[config.mk]
export PLATFORM = sky130hd
export DESIGN_NAME = data_router
export DESIGN_NICKNAME = d
export VERILOG_FILES = /design/src/source/mem_unit_pkg.sv /design/src/source/data_router.sv
export VERILOG_INCLUDE_DIRS = /design/src /design/src/source
export SDC_FILE = /design/constraint.sdc
export NUM_CORES = 1
export LEC_CHECK = 0
export BUFFER_PORTS_ARGS = -buffer_cell sky130_fd_sc_hd__buf_2
export CORE_AREA = 2 2 176 178
export DETAILED_ROUTE_END_ITERATION = 8
export DIE_AREA = 0 0 178 180
export PLACE_DENSITY = 0.36
export SLEW_MARGIN = 20
export SYNTH_ARGS = -nofsm -noshare
export SYNTH_HDL_FRONTEND = slang
export SYNTH_SLANG_ARGS = --single-unit
[constraint.sdc]
create_clock -name vclk -period 1.8
set_clock_uncertainty 0.05 [all_clocks]
set_input_delay 0.36 -clock vclk [all_inputs]
set_output_delay 0.36 -clock vclk [all_outputs]
set_load 0.005 [all_outputs]
[src/source/mem_unit_cfg.svh]
`ifndef MEM_UNIT_CFG_SVH
`define MEM_UNIT_CFG_SVH

// Core side word format
`define MEM_ADDR_WIDTH      32
`define MEM_WORD_WIDTH      32
`define MEM_BYTEEN_WIDTH    4
`define MEM_TAG_WIDTH       4

// Core tag plus the arbiter source bit in the LSB
`define DRAM_TAG_WIDTH      5

// Scratchpad window byte address and depth in words
`define SMEM_BASE           32'h0001_0000
`define SMEM_WORDS          256

// I/O space runs from here to the top of the address map
`define IO_BASE             32'hFF00_0000

// Performance counters
`define PERF_WIDTH          64

`endif

[src/source/mem_unit_pkg.sv]
`include "mem_unit_cfg.svh"

package mem_unit_pkg;

    typedef enum logic {
        MEM_READ  = 1'b0,
        MEM_WRITE = 1'b1
    } mem_op_e;

    // Values double as bit positions in the router's per-target vectors
    typedef enum logic [1:0] {
        TARGET_DRAM = 2'd0,
        TARGET_SMEM = 2'd1,
        TARGET_IO   = 2'd2
    } mem_target_e;

    typedef struct packed {
        mem_op_e                      op;
        logic [`MEM_ADDR_WIDTH-1:0]   addr;
        logic [`MEM_BYTEEN_WIDTH-1:0] byteen;
        logic [`MEM_WORD_WIDTH-1:0]   data;
        logic [`MEM_TAG_WIDTH-1:0]    tag;
    } core_req_t;

    typedef struct packed {
        logic [`MEM_WORD_WIDTH-1:0] data;
        logic [`MEM_TAG_WIDTH-1:0]  tag;
    } core_rsp_t;

    typedef struct packed {
        mem_op_e                      op;
        logic [`MEM_ADDR_WIDTH-1:0]   addr;
        logic [`MEM_BYTEEN_WIDTH-1:0] byteen;
        logic [`MEM_WORD_WIDTH-1:0]   data;
        logic [`DRAM_TAG_WIDTH-1:0]   tag;
    } dram_req_t;

    typedef struct packed {
        logic [`MEM_WORD_WIDTH-1:0] data;
        logic [`DRAM_TAG_WIDTH-1:0] tag;
    } dram_rsp_t;

    typedef struct packed {
        logic [`PERF_WIDTH-1:0] requests;
        logic [`PERF_WIDTH-1:0] responses;
        logic [`PERF_WIDTH-1:0] latency;
    } perf_cnt_t;

endpackage

[src/source/data_router.sv]
`timescale 1ns/1ns
`include "mem_unit_cfg.svh"

module data_router (
    input  logic                    clk,
    input  logic                    reset,

    input  logic                    core_req_valid,
    input  mem_unit_pkg::core_req_t core_req,
    output logic                    core_req_ready,
    output logic                    core_rsp_valid,
    output mem_unit_pkg::core_rsp_t core_rsp,
    input  logic                    core_rsp_ready,

    output logic                    smem_req_valid,
    output mem_unit_pkg::core_req_t smem_req,
    input  logic                    smem_req_ready,
    input  logic                    smem_rsp_valid,
    input  mem_unit_pkg::core_rsp_t smem_rsp,
    output logic                    smem_rsp_ready,

    output logic                    io_req_valid,
    output mem_unit_pkg::core_req_t io_req,
    input  logic                    io_req_ready,
    input  logic                    io_rsp_valid,
    input  mem_unit_pkg::core_rsp_t io_rsp,
    output logic                    io_rsp_ready,

    output logic                    dram_req_valid,
    output mem_unit_pkg::core_req_t dram_req,
    input  logic                    dram_req_ready,
    input  logic                    dram_rsp_valid,
    input  mem_unit_pkg::core_rsp_t dram_rsp,
    output logic                    dram_rsp_ready
);
    localparam logic [`MEM_ADDR_WIDTH-1:0] SMEM_END =
        `SMEM_BASE + `MEM_BYTEEN_WIDTH * `SMEM_WORDS;

    mem_unit_pkg::mem_target_e target;
    logic [2:0] read_issue;
    logic [2:0] tgt_rsp_valid;
    logic [2:0] tgt_rsp_fire;

    always_comb begin
        if (core_req.addr >= `IO_BASE) begin
            target = mem_unit_pkg::TARGET_IO;
        end else if (core_req.addr >= `SMEM_BASE && core_req.addr < SMEM_END) begin
            target = mem_unit_pkg::TARGET_SMEM;
        end else begin
            target = mem_unit_pkg::TARGET_DRAM;
        end
    end

    // Same payload fans out and only the selected valid goes high
    assign smem_req = core_req;
    assign io_req   = core_req;
    assign dram_req = core_req;

    assign smem_req_valid = core_req_valid && target == mem_unit_pkg::TARGET_SMEM;
    assign io_req_valid   = core_req_valid && target == mem_unit_pkg::TARGET_IO;
    assign dram_req_valid = core_req_valid && target == mem_unit_pkg::TARGET_DRAM;

    always_comb begin
        case (target)
            mem_unit_pkg::TARGET_SMEM: core_req_ready = smem_req_ready;
            mem_unit_pkg::TARGET_IO:   core_req_ready = io_req_ready;
            default:                   core_req_ready = dram_req_ready;
        endcase
    end

    // Fixed priority of scratchpad over I/O over DRAM
    assign smem_rsp_ready = core_rsp_ready;
    assign io_rsp_ready   = core_rsp_ready && !smem_rsp_valid;
    assign dram_rsp_ready = core_rsp_ready && !smem_rsp_valid && !io_rsp_valid;

    assign core_rsp_valid = smem_rsp_valid || io_rsp_valid || dram_rsp_valid;
    assign core_rsp = smem_rsp_valid ? smem_rsp : (io_rsp_valid ? io_rsp : dram_rsp);

    // Bookkeeping of reads sent to each target
    always_comb begin
        read_issue = '0;
        if (core_req_valid && core_req_ready && core_req.op == mem_unit_pkg::MEM_READ) begin
            read_issue[target] = 1'b1;
        end
    end

    assign tgt_rsp_valid = {io_rsp_valid, smem_rsp_valid, dram_rsp_valid};
    assign tgt_rsp_fire  = {io_rsp_valid && io_rsp_ready,
                            smem_rsp_valid && smem_rsp_ready,
                            dram_rsp_valid && dram_rsp_ready};

    for (genvar i = 0; i < 3; i++) begin : g_pending
        logic [7:0] count;

        always_ff @(posedge clk) begin
            if (reset) begin
                count <= '0;
            end else begin
                count <= count + 8'(read_issue[i]) - 8'(tgt_rsp_fire[i]);
            end
        end

        // Writes are silent, so a response needs an earlier read
        assert property (@(posedge clk) disable iff (reset)
            tgt_rsp_valid[i] |-> (count != 0 || read_issue[i]))
            else $error("response from target %0d with no read outstanding", i);
    end

endmodule

Word level (Yosys, flattened, before mapping)
Index checks and enable logic that the tools add are counted.
- latch bits: 0
- input bits: 191
- output and inout port bits: 263
- bits in registers: 0
- RAM bits: 0
- memories kept: 0
- memory bits (read-only): 0
- logic and storage cells: 21
- bitwise operators: 0
- add/sub/neg operators: 0
- reduce and logical (&&, ||, !) cells: 11
- equality and inequality tests: 2
- multiplexer cells: 5
- $lt $le $gt $ge: 3
- shift-type cells: 0
- divide/modulo/power cells: 0
- multiply operators: 0
- operators with widths (cell ; count):
    36-bit 2-to-1 mux ; 2
    32-bit by 17-bit greater-or-equal comparator with 1-bit output (second input constant) ; 1
    32-bit greater-or-equal comparator (second input constant) ; 1
    32-bit by 17-bit less-than comparator with 1-bit output (second input constant) ; 1
    1-bit logical AND ; 6
    2-bit by 1-bit equality test with 1-bit output (second input constant) ; 1
    2-bit equality test (second input constant) ; 1
    1-bit logical NOT ; 2
    2-bit logical NOT ; 1
    1-bit logical OR ; 2
    2-bit 2-to-1 mux ; 1
    1-bit one-hot mux with 2 select lines ; 1
    1-bit 2-to-1 mux ; 1

Depth between registers and ports, before layout
Gate-level depths: netlist of run 1.
- depth in word-level cells: 6
- mapped depth: 4
- gate-level depth less buffers: 4

Least setup slack after synthesis of run 1
No wires, ideal clock.
- path type: input -> output
- start point: input port core_req[59] (netlist bit)
- end point: output port core_req_ready
- required time: 1390 ps
- buffers on the path: 0
- setup slack: 231 ps
- stages on the path: 4
- arrival time: 1159 ps
- cell sequence: nor4b_1 -> and4_1 -> a21oi_1 -> a221o_1
- cells in the longest elaborated chain, start to end: 6
- elaborated cells on any way between the ends: 9
- classes of those cells: order compare: 3; eq/ne: 2; mux: 3; reduce/logical: 1
- RTL lines (what ; line ; source):
    start: declaration ; data_router.sv:9 ; input mem_unit_pkg::core_req_t core_req,
    32-bit by 17-bit greater-or-equal comparator with 1-bit output (no line) / 32-bit by 17-bit less-than comparator with 1-bit output (equally long branches) ; -- ;
    1-bit logical AND ; data_router.sv:47 ; end else if (core_req.addr >= `SMEM_BASE && core_req.addr < SMEM_END) begin
    1-bit 2-to-1 mux ; data_router.sv:47 ;
    2-bit 2-to-1 mux * ; data_router.sv:45 ; if (core_req.addr >= `IO_BASE) begin
    2-bit equality test / 2-bit by 1-bit equality test with 1-bit output (equally long branches) ; data_router.sv:64 ; case (target)
    1-bit one-hot mux with 2 select lines * ; data_router.sv:64 ;
    end: declaration ; data_router.sv:10 ; output logic core_req_ready,
Mark *: on every way between the ends. The rest lies on a longest branch, timed or not.

Worst setup path after layout of run 1
- start point: input port core_req[65] (netlist bit)
- end point: output port core_req_ready
Same word-level chain as after synthesis.

==> results.txt, run 1 <==
----------------------------------------------------
[Power and ir drop]
  Leakage power total ... 1.507 nW
  Total power after layout ... slightly below 0.6 mW
  Power per standard cell area ... 205.3 nW/um^2
  Maximum ir drop on the vdd rail ... ~0.074 mV

[Timing]
  Crit share post-route ... 1.045
  Final number of setup-violating endpoints ... 1
  Achievable clock frequency ... 531.6 MHz
  Worst hold margin ... 0.6700 ns
  Post-layout worst setup margin ... -0.08117 ns
  Final setup TNS ... -0.08117 ns
  Max-Slew Margin vs Limit ... 0.8149
  Number of max-slew violations in the final report ... 0
  Min Tclk post-route ... 1.881 ns
  Final Hold Vio Count ... 0
  Setup repair after global routing missed its margin ... yes
  Slew at the pin with the worst max-slew slack ... 0.2700 ns

[Finish]
  Area added between synthesis and finish ... 10.84%
  Number of flip-flops and latches ... 0
  Storage element area ... 0 sq um
  Count of fill cells added during filler insertion ... 3549
  Final net count ... slightly below 600
  Share of post-route cells with drive strength above 1 ... 0.6950
  Antenna diodes ... 0
  Clkbuf count ... 0

[Floorplan]
  Die width ... about 180 um
  Height of the die ... 180 um
  Placement Rows ... 64
  Starting Density ... 0.08413
  Full die area ... ~32000 sq um
  Placeable core region ... 30190 sq um
  I/O pin cnt ... 454

[Setup path]
  Crit path launch type ... primary input
  Critical Path Fanout Max ... 3
  Arrival time at the worst endpoint ... between 1 and 1.5 ns
  Critical path class ... primary input to primary output
  Endpoint class of the critical path ... primary output
  Required time of the critical path ... 1.39 ns

[Routing]
  Count of antenna-violating nets left after detailed routing ... 0
  Vias ... 2193
  Residual DRC ... 0
  Vias per inst ... ~2.8
  Routed wire length per instance ... 11.60 um
  Detailed-route wire length ... around 9000 um
  Number of DRC markers after the initial detailed-route iteration ... 31
  Total iterations of the first detailed-routing run ... 4

[Synthesis]
  Distinct cell type count after synthesis ... 23
  Post-synthesis cell type with the largest combined area ... sky130_fd_sc_hd__buf_4
  Fraction of the yosys area taken by sequential cells ... 0
  Cell types with the largest area share after synthesis ... sky130_fd_sc_hd__buf_4 65%, sky130_fd_sc_hd__mux2i_1 14%, sky130_fd_sc_hd__o21ai_1 7.3%
  Number of instances in the synthesized netlist ... approximately 360
  Yosys top cell area share ... 0.6502
  Mapped Avg Cell Area ... 7.036 sq um
  List of most frequent post-synthesis cells ... 220 x sky130_fd_sc_hd__buf_4, 37 x sky130_fd_sc_hd__o21ai_1, 36 x sky130_fd_sc_hd__mux2i_1, 36 x sky130_fd_sc_hd__nand2_1, 6 x sky130_fd_sc_hd__clkbuf_1
  Most frequently used cell type in the post-synthesis netlist ... sky130_fd_sc_hd__buf_4
  Syn. warnings ... 0
  Mapped Area ... around 2500 sq um
  Net Count, Synth ... 552

[Placed design]
  Count of input and output buffers ... 248
  Final estimated routing congestion in global placement ... 0.6540
  Dpl hpwl ... ~8300 um

[GRT]
  Number of antenna violations at the first check in global routing ... 1
  Maximum number of pins on one net before global-route repair ... 43
  Wire length of the first global-routing pass ... 12400 um
  Via count of the first global-routing pass ... 2108
  All-layer global routing usage ... 0.05131
  Global route total overflow ... 0

[Clocking]
  Number of buffers inserted by post-CTS setup repair ... 0
  Number of buffers inserted for hold repair after clock tree synthesis ... 0

[Job]
  Total of max-cap violations ... 0

[Worst hold path]
  Min-Delay Path Class ... primary input to primary output

[Status]
  Violated checks ... setup timing
  Status ... complete, but fails checks

----------------------------------------------------
==> report_power, final <==
| part | leakage (nW) | switching (mW) | total (mW) | internal [mW] |
|---|---|---|---|---|
| clock network | 0 | 0 | 0 | 0 |
| logic | 1.51 | 0.258 | 0.578 | 0.320 |
| registers | 0 | 0 | 0 | 0 |
| total | 1.51 | 0.258 | 0.578 | 0.320 |
==> layout by cell type (no fill, tap or decap) <==
cell,netlist,final
sky130_fd_sc_hd__nor2_1,2,2
sky130_fd_sc_hd__nor2b_1,2,2
sky130_fd_sc_hd__a21o_1,1,1
sky130_fd_sc_hd__o21ai_1,37,37
sky130_fd_sc_hd__nand2_1,36,36
sky130_fd_sc_hd__buf_4,220,20
sky130_fd_sc_hd__nor4b_2,0,1
sky130_fd_sc_hd__nand4_1,2,2
sky130_fd_sc_hd__and3_1,1,1
sky130_fd_sc_hd__buf_6,2,1
sky130_fd_sc_hd__nor4_2,2,2
sky130_fd_sc_hd__nor4_1,2,1
sky130_fd_sc_hd__mux2i_1,36,36
sky130_fd_sc_hd__and4_4,0,1
sky130_fd_sc_hd__a221o_1,1,1
sky130_fd_sc_hd__buf_8,0,1
sky130_fd_sc_hd__or3_1,1,1
sky130_fd_sc_hd__nor4_4,0,1
sky130_fd_sc_hd__buf_12,0,3
sky130_fd_sc_hd__buf_2,3,246
sky130_fd_sc_hd__and2_1,1,1
sky130_fd_sc_hd__nor3b_1,1,1
sky130_fd_sc_hd__a21oi_2,0,1
sky130_fd_sc_hd__and2_2,1,1
==> worst max-delay path: stages <==
cell                      delay, ns
sky130_fd_sc_hd__buf_8         0.10
sky130_fd_sc_hd__nor4_4        0.31
sky130_fd_sc_hd__and4_4        0.28
sky130_fd_sc_hd__a21oi_2       0.05
sky130_fd_sc_hd__a221o_1       0.25
sky130_fd_sc_hd__buf_2         0.12
==> kinds of logic after synthesis <==
group                  after synthesis  share of synthesized area
multiplexers                        36                     0.1419
AND/OR/NAND/NOR                     53                     0.1010
buffers and inverters              232                     0.6754
AO/OA/AOI/OAI                       40                    0.08177
==> worst paths after layout <==
kind    startpoint             end  slack [ns]  cells after the start
max   core_req[65]  core_req_ready       -0.08                      6
min   core_req[25]    dram_req[25]        0.67                      0
==> area by class of cell <==
| cell class | instances | area [sq um] | share of cell area |
|---|---|---|---|
| repair buffers | 271 | 1468 | 0.5213 |
| multi-input cells | 129 | 852.1 | 0.3027 |
| well taps | 396 | 495.5 | 0.1760 |
==> per-stage QoR <==
step | utilization | cell area [sq um] | cells | setup slack [ns]
final | 0.09325 | 2815 | 796 | -0.08117
after detailed placement | 0.09180 | 2771 | 796 | -0.2441
after global routing | 0.09325 | 2815 | 796 | -0.1940
after floorplan | - | 2540 | 361 | 0.2315
after CTS | 0.09271 | 2799 | 796 | -0.1446
after global placement | 0.09180 | 2771 | 796 | -0.2504
==> what timing repair did <==
action	4_1_cts	5_1_grt
gates resized for setup	5	4
pin swaps	3	3
endpoints found under the setup margin	3	3
==> metal layers <==
metal	GRT usage	vias up	wire length (um)
li1	-	1033	-
met4	0.02820	2	542
met3	0.01354	50	1179
met2	0.09721	211	4486
met5	0	-	12
met1	0.04957	897	3010
(Power assumes the default switching activity.)
==> inputs of run 2 (changes only) <==
==> constraint.sdc (replaced) <==
create_clock -name vclk -period 1.8
set_clock_uncertainty 0.05 [all_clocks]
set_input_delay 0.36 -clock vclk [all_inputs]
set_output_delay 0.36 -clock vclk [all_outputs]
set_load 0.1 [all_outputs]
==> results.txt, run 2 (synthesized netlist as in run 1, its figures left out) <==
----------------------------------------------------
[Routing]
  Vias per inst ... ~2.9
  Total iterations of the first detailed-routing run ... 2
  Count of antenna-violating nets left after detailed routing ... 0
  Detailed-route wire length ... ~10000 um
  Vias ... 2315
  Routed wire length per instance ... around 13 um
  Residual DRC ... 0
  Number of DRC markers after the initial detailed-route iteration ... 13

[Power and ir drop]
  Total power after layout ... 2.258 mW
  Maximum ir drop on the vdd rail ... around 0.16 mV
  Share of power burned in registers ... 0
  Power per standard cell area ... 524.7 nW/um^2
  Sw Share ... 0.6904
  Fraction of power consumed by combinational cells ... 1.000
  Switching pwr ... 1.559 mW
  Int Power ... 0.6989 mW
  Portion of total power attributed to the clock network ... 0
  Leakage power total ... 1.986 nW

[GRT]
  Global route total overflow ... 0
  Number of antenna violations at the first check in global routing ... 1
  Maximum number of pins on one net before global-route repair ... 23
  All-layer global routing usage ... 0.05682
  Wire length of the first global-routing pass ... 13940 um
  Via count of the first global-routing pass ... 2417

[Finish]
  Top library cells by usage in the layout, fill and taps aside ... 185 x sky130_fd_sc_hd__buf_2, 55 x sky130_fd_sc_hd__buf_12, 36 x sky130_fd_sc_hd__nand2_1, 36 x sky130_fd_sc_hd__o21ai_4
  Share of post-route cells with drive strength above 1 ... 0.8169
  Clkbuf count ... 0
  Final net count ... 608
  Storage element area ... 0 sq um
  Antenna diodes ... 0
  Area added between synthesis and finish ... 69.41%
  Most common cell after layout, fill and taps aside ... sky130_fd_sc_hd__buf_2
  Number of flip-flops and latches ... 0

[Clocking]
  Number of buffers inserted for hold repair after clock tree synthesis ... 0

[Floorplan]
  Die width ... 178 um
  Height of the die ... roughly 180 um
  I/O pin cnt ... 454
  Placeable core region ... 30190 sq um
  Placement Rows ... 64
  Full die area ... approximately 32000 sq um
  Starting Density ... 0.08413

[Timing]
  Setup repair after global routing missed its margin ... yes
  Worst hold margin ... 0.6701 ns
  Max-Slew Margin vs Limit ... 0.6678
  Slew at the pin with the worst max-slew slack ... about 0.50 ns
  Final Hold Vio Count ... 0
  Final number of setup-violating endpoints ... 3
  Crit share post-route ... 1.174
  Min Tclk post-route ... 2.113 ns
  Number of max-slew violations in the final report ... 0
  Post-layout worst setup margin ... -0.3129 ns
  Achievable clock frequency ... 473.3 MHz

[Setup path]
  Endpoint class of the critical path ... primary output
  Required time of the critical path ... 1.39 ns
  Critical path class ... primary input to primary output
  Arrival time at the worst endpoint ... ~1.7 ns
  Critical Path Fanout Max ... 3
  Crit path launch type ... primary input

[Placed design]
  Count of input and output buffers ... 248
  Dpl hpwl ... roughly 9200 um
  Final estimated routing congestion in global placement ... 0.6683

[Status]
  Violated checks ... setup timing
  Status ... complete, but fails checks

[Worst hold path]
  Min-Delay Path Class ... primary input to primary output
  Hold Path Depth ... 0

[Job]
  Total of max-cap violations ... 0

----------------------------------------------------
## run 2: power groups by stage
stage | Combinational, mW | Sequential [mW] | Clock, mW
after global routing | 2.34 | 0 | 0
after CTS | 2.25 | 0 | 0
after global placement | 2.22 | 0 | 0
after floorplan | 3.18 | 0 | 0
after detailed placement | 2.22 | 0 | 0
final | 2.26 | 0 | 0
## run 2: cell type report
cell class / count / area (sq um)
well taps: 396 / 495.5
repair buffers: 286 / 2460
fillers: 3428 / 25890
multi-input cells: 129 / 1348
## run 2: worst max-delay path, cell delays in order
cell and delay (ns):
sky130_fd_sc_hd__buf_6 0.10, sky130_fd_sc_hd__nor4b_4 0.37, sky130_fd_sc_hd__and4_4 0.30, sky130_fd_sc_hd__a21oi_2 0.05, sky130_fd_sc_hd__a221o_2 0.34, sky130_fd_sc_hd__buf_12 0.18
## run 2: per-stage QoR
| stage | setup TNS [ns] | utilization | area [sq um] | std cells | worst slack [ns] |
|---|---|---|---|---|---|
| final | -0.6684 | 0.1425 | 4303 | 811 | -0.3129 |
| after global routing | -0.6943 | 0.1425 | 4303 | 811 | -0.3110 |
| after CTS | -0.6761 | 0.1378 | 4159 | 807 | -0.2920 |
| after detailed placement | -1.618 | 0.1350 | 4075 | 808 | -0.5835 |
| after global placement | -1.592 | 0.1350 | 4075 | 808 | -0.5744 |
| after floorplan | -0.9993 | - | 3003 | 361 | -0.2350 |
## run 2: final timing paths
kind / startpoint / end / slack [ns]
setup / recovery: core_req[59] / core_req_ready / -0.31
hold / removal: core_req[10] / dram_req[10] / 0.67
## run 2: what timing repair did
item                                    4_1_cts  5_1_grt
gates resized for setup                      18       23
gates cloned                                  0        2
endpoints found under the setup margin        5        9
pin swaps                                     3        7
setup buffers                                 0        2
## run 2: layer usage
metal	track usage	vias to the layer above	wire length [um]
met3	0.02369	50	1468
met5	0	-	13
met2	0.1127	257	5411
li1	-	1060	-
met1	0.04985	946	3068
met4	0.02000	2	419
==> inputs of run 3 (changes only) <==
CELL_PAD_IN_SITES_DETAIL_PLACEMENT = 1   (was default)
CELL_PAD_IN_SITES_GLOBAL_PLACEMENT = 1   (was default)
CORE_AREA = 2 2 178 180   (was 2 2 176 178)
DIE_AREA = 0 0 180 182   (was 0 0 178 180)
PLACE_DENSITY = 0.53   (was 0.36)
==> results.txt, run 3 (synthesized netlist as in run 1, its figures left out) <==
----------------------------------------------------
[Finish]
  Count of fill cells added during filler insertion ... 3722
  Number of flip-flops and latches ... 0
  Non-filler instance count after layout ... roughly 820
  Antenna diodes ... 0
  Storage element area ... 0 sq um
  Multi-input gate area ... 1313 sq um
  Top library cells by usage in the layout, fill and taps aside ... 187 x sky130_fd_sc_hd__buf_2, 56 x sky130_fd_sc_hd__buf_12, 37 x sky130_fd_sc_hd__buf_4
  Share of post-route cells with drive strength above 1 ... 0.8173
  Final net count ... 609
  Area added between synthesis and finish ... 67.68%
  Most common cell after layout, fill and taps aside ... sky130_fd_sc_hd__buf_2
  Clkbuf count ... 0

[GRT]
  Number of antenna violations at the first check in global routing ... 1
  Via count of the first global-routing pass ... about 2600
  All-layer global routing usage ... 0.05915
  Wire length of the first global-routing pass ... between 10000 and 15000 um
  Maximum number of pins on one net before global-route repair ... 22
  Global route total overflow ... 0

[Power and ir drop]
  Portion of total power attributed to the clock network ... 0
  Power per standard cell area ... about 530 nW/um^2
  Sw Share ... 0.6907
  Switching pwr ... between 1.5 and 2 mW
  Total power after layout ... 2.258 mW
  Leakage power total ... roughly 2.0 nW
  Int Power ... 0.6983 mW
  Share of power burned in registers ... 0
  Fraction of power consumed by combinational cells ... 1.000
  Maximum ir drop on the vdd rail ... 0.2110 mV

[Job]
  Total of max-cap violations ... 0

[Timing]
  Crit share post-route ... 1.152
  Slew at the pin with the worst max-slew slack ... between 0.5 and 0.6 ns
  Max-Slew Margin vs Limit ... 0.6676
  Post-layout worst setup margin ... -0.2743 ns
  Setup repair after global routing missed its margin ... yes
  Final Hold Vio Count ... 0
  Min Tclk post-route ... approximately 2.1 ns
  Achievable clock frequency ... 482.1 MHz
  Final number of setup-violating endpoints ... 4
  Number of max-slew violations in the final report ... 0

[Routing]
  Detailed-route wire length ... 10800 um
  Count of antenna-violating nets left after detailed routing ... 0
  Vias ... about 2400
  Vias per inst ... around 3
  Residual DRC ... 0
  Routed wire length per instance ... 13.21 um
  Number of DRC markers after the initial detailed-route iteration ... 12
  Total iterations of the first detailed-routing run ... 3

[Setup path]
  Crit path largest cell delay ... 0.34 ns
  Cell chain of the critical path ... buf_6 -> nor4_4 -> buf_4 -> and4_4 -> a21oi_2 -> a221o_2 -> buf_12
  Critical Path Fanout Max ... 3
  Crit path launch type ... primary input
  Largest delay share family, worst path ... simple AND/OR/NAND/NOR gates
  Critical path class ... primary input to primary output
  Endpoint class of the critical path ... primary output
  Number of buffer and inverter instances along the worst setup path ... 3
  Arrival time at the worst endpoint ... 1.66 ns
  Required time of the critical path ... ~1.4 ns
  Critical-path top delay cell ... sky130_fd_sc_hd__a221o_2

[Worst hold path]
  End point of the most critical hold path ... dram_req[11]
  Hold Path Depth ... 0
  Startpoint of the most critical hold path ... core_req[11]
  Min-Delay Path Class ... primary input to primary output

[Floorplan]
  Starting Density ... 0.08197
  Die width ... 180 um
  Full die area ... ~33000 sq um
  Placement Rows ... 65
  Height of the die ... ~180 um
  I/O pin cnt ... 454
  Placeable core region ... 30990 sq um

[Placed design]
  Final estimated routing congestion in global placement ... 0.6846
  Dpl hpwl ... 9513 um
  Cell Count Post-Placement ... 816
  Count of input and output buffers ... between 200 and 250
  Place WS ... -0.3859 ns

[Clocking]
  Number of buffers inserted for hold repair after clock tree synthesis ... 0

[Status]
  Violated checks ... setup timing
  Status ... complete, but fails checks

----------------------------------------------------
run 3: changes by cell type in the layout (fill, tap and decap cells not counted), moves of 2 or more:
cell                      change
sky130_fd_sc_hd__mux2i_2      +2
sky130_fd_sc_hd__buf_8        -3
sky130_fd_sc_hd__nor4_4       -2
sky130_fd_sc_hd__nor4_2       +2
sky130_fd_sc_hd__buf_4        +4
sky130_fd_sc_hd__buf_2        +2
sky130_fd_sc_hd__buf_6        -3
run 3: worst max path at each step:
| stage | slack, ns | start | cells after the start | endpoint |
|---|---|---|---|---|
| 3_5_place_dp | -0.39 | core_req[59] | 7 | core_req_ready |
| 5_1_grt | -0.32 | core_req[67] | 7 | core_req_ready |
| 2_1_floorplan | -0.24 | core_req[56] | 4 | dram_req_valid |
| 4_1_cts | -0.30 | core_req[65] | 7 | core_req_ready |
| 3_3_place_gp | -0.35 | core_req[59] | 7 | core_req_ready |
| 6_report | -0.27 | core_req[67] | 7 | core_req_ready |
run 3: power groups by stage:
stage               combinational [mW]  clock, mW  sequential (mW)
floorplan                         3.18          0                0
global route                      2.33          0                0
CTS                               2.27          0                0
finish                            2.26          0                0
detailed placement                2.24          0                0
global placement                  2.23          0                0
run 3: layout make-up:
class / instances / share of cell area
Timing Repair Buffer: 287 / 0.5737
Multi-Input combinational cell: 129 / 0.3082
Tap cell: 402 / 0.1181
run 3: what timing repair did:
action                     in CTS  in global routing
cloned                          1                  1
resized for setup              16                  5
setup endpoints to repair       5                 18
pin swaps                       4                  4
buffers inserted                0                  0
run 3: stage by stage:
step / hold slack, ns / utilization / setup TNS (ns) / cell area (sq um)
3_5_place_dp: 0.6713 / 0.1327 / -1.034 / 4113
6_report: 0.6700 / 0.1375 / -0.5854 / 4259
3_3_place_gp: 0.6713 / 0.1327 / -0.9231 / 4113
2_1_floorplan: 0.7726 / - / -0.9993 / 3003
5_1_grt: 0.6703 / 0.1375 / -0.7984 / 4259
4_1_cts: 0.6713 / 0.1362 / -0.9162 / 4220
run 3: routing by layer:
| metal | share of wire | global-route usage | routed length, um |
|---|---|---|---|
| met4 | 0.047 | 0.02537 | 507 |
| met3 | 0.13 | 0.02306 | 1438 |
| met2 | 0.56 | 0.1257 | 6054 |
| met1 | 0.26 | 0.04581 | 2788 |
| met5 | 0.0012 | 0 | 13 |
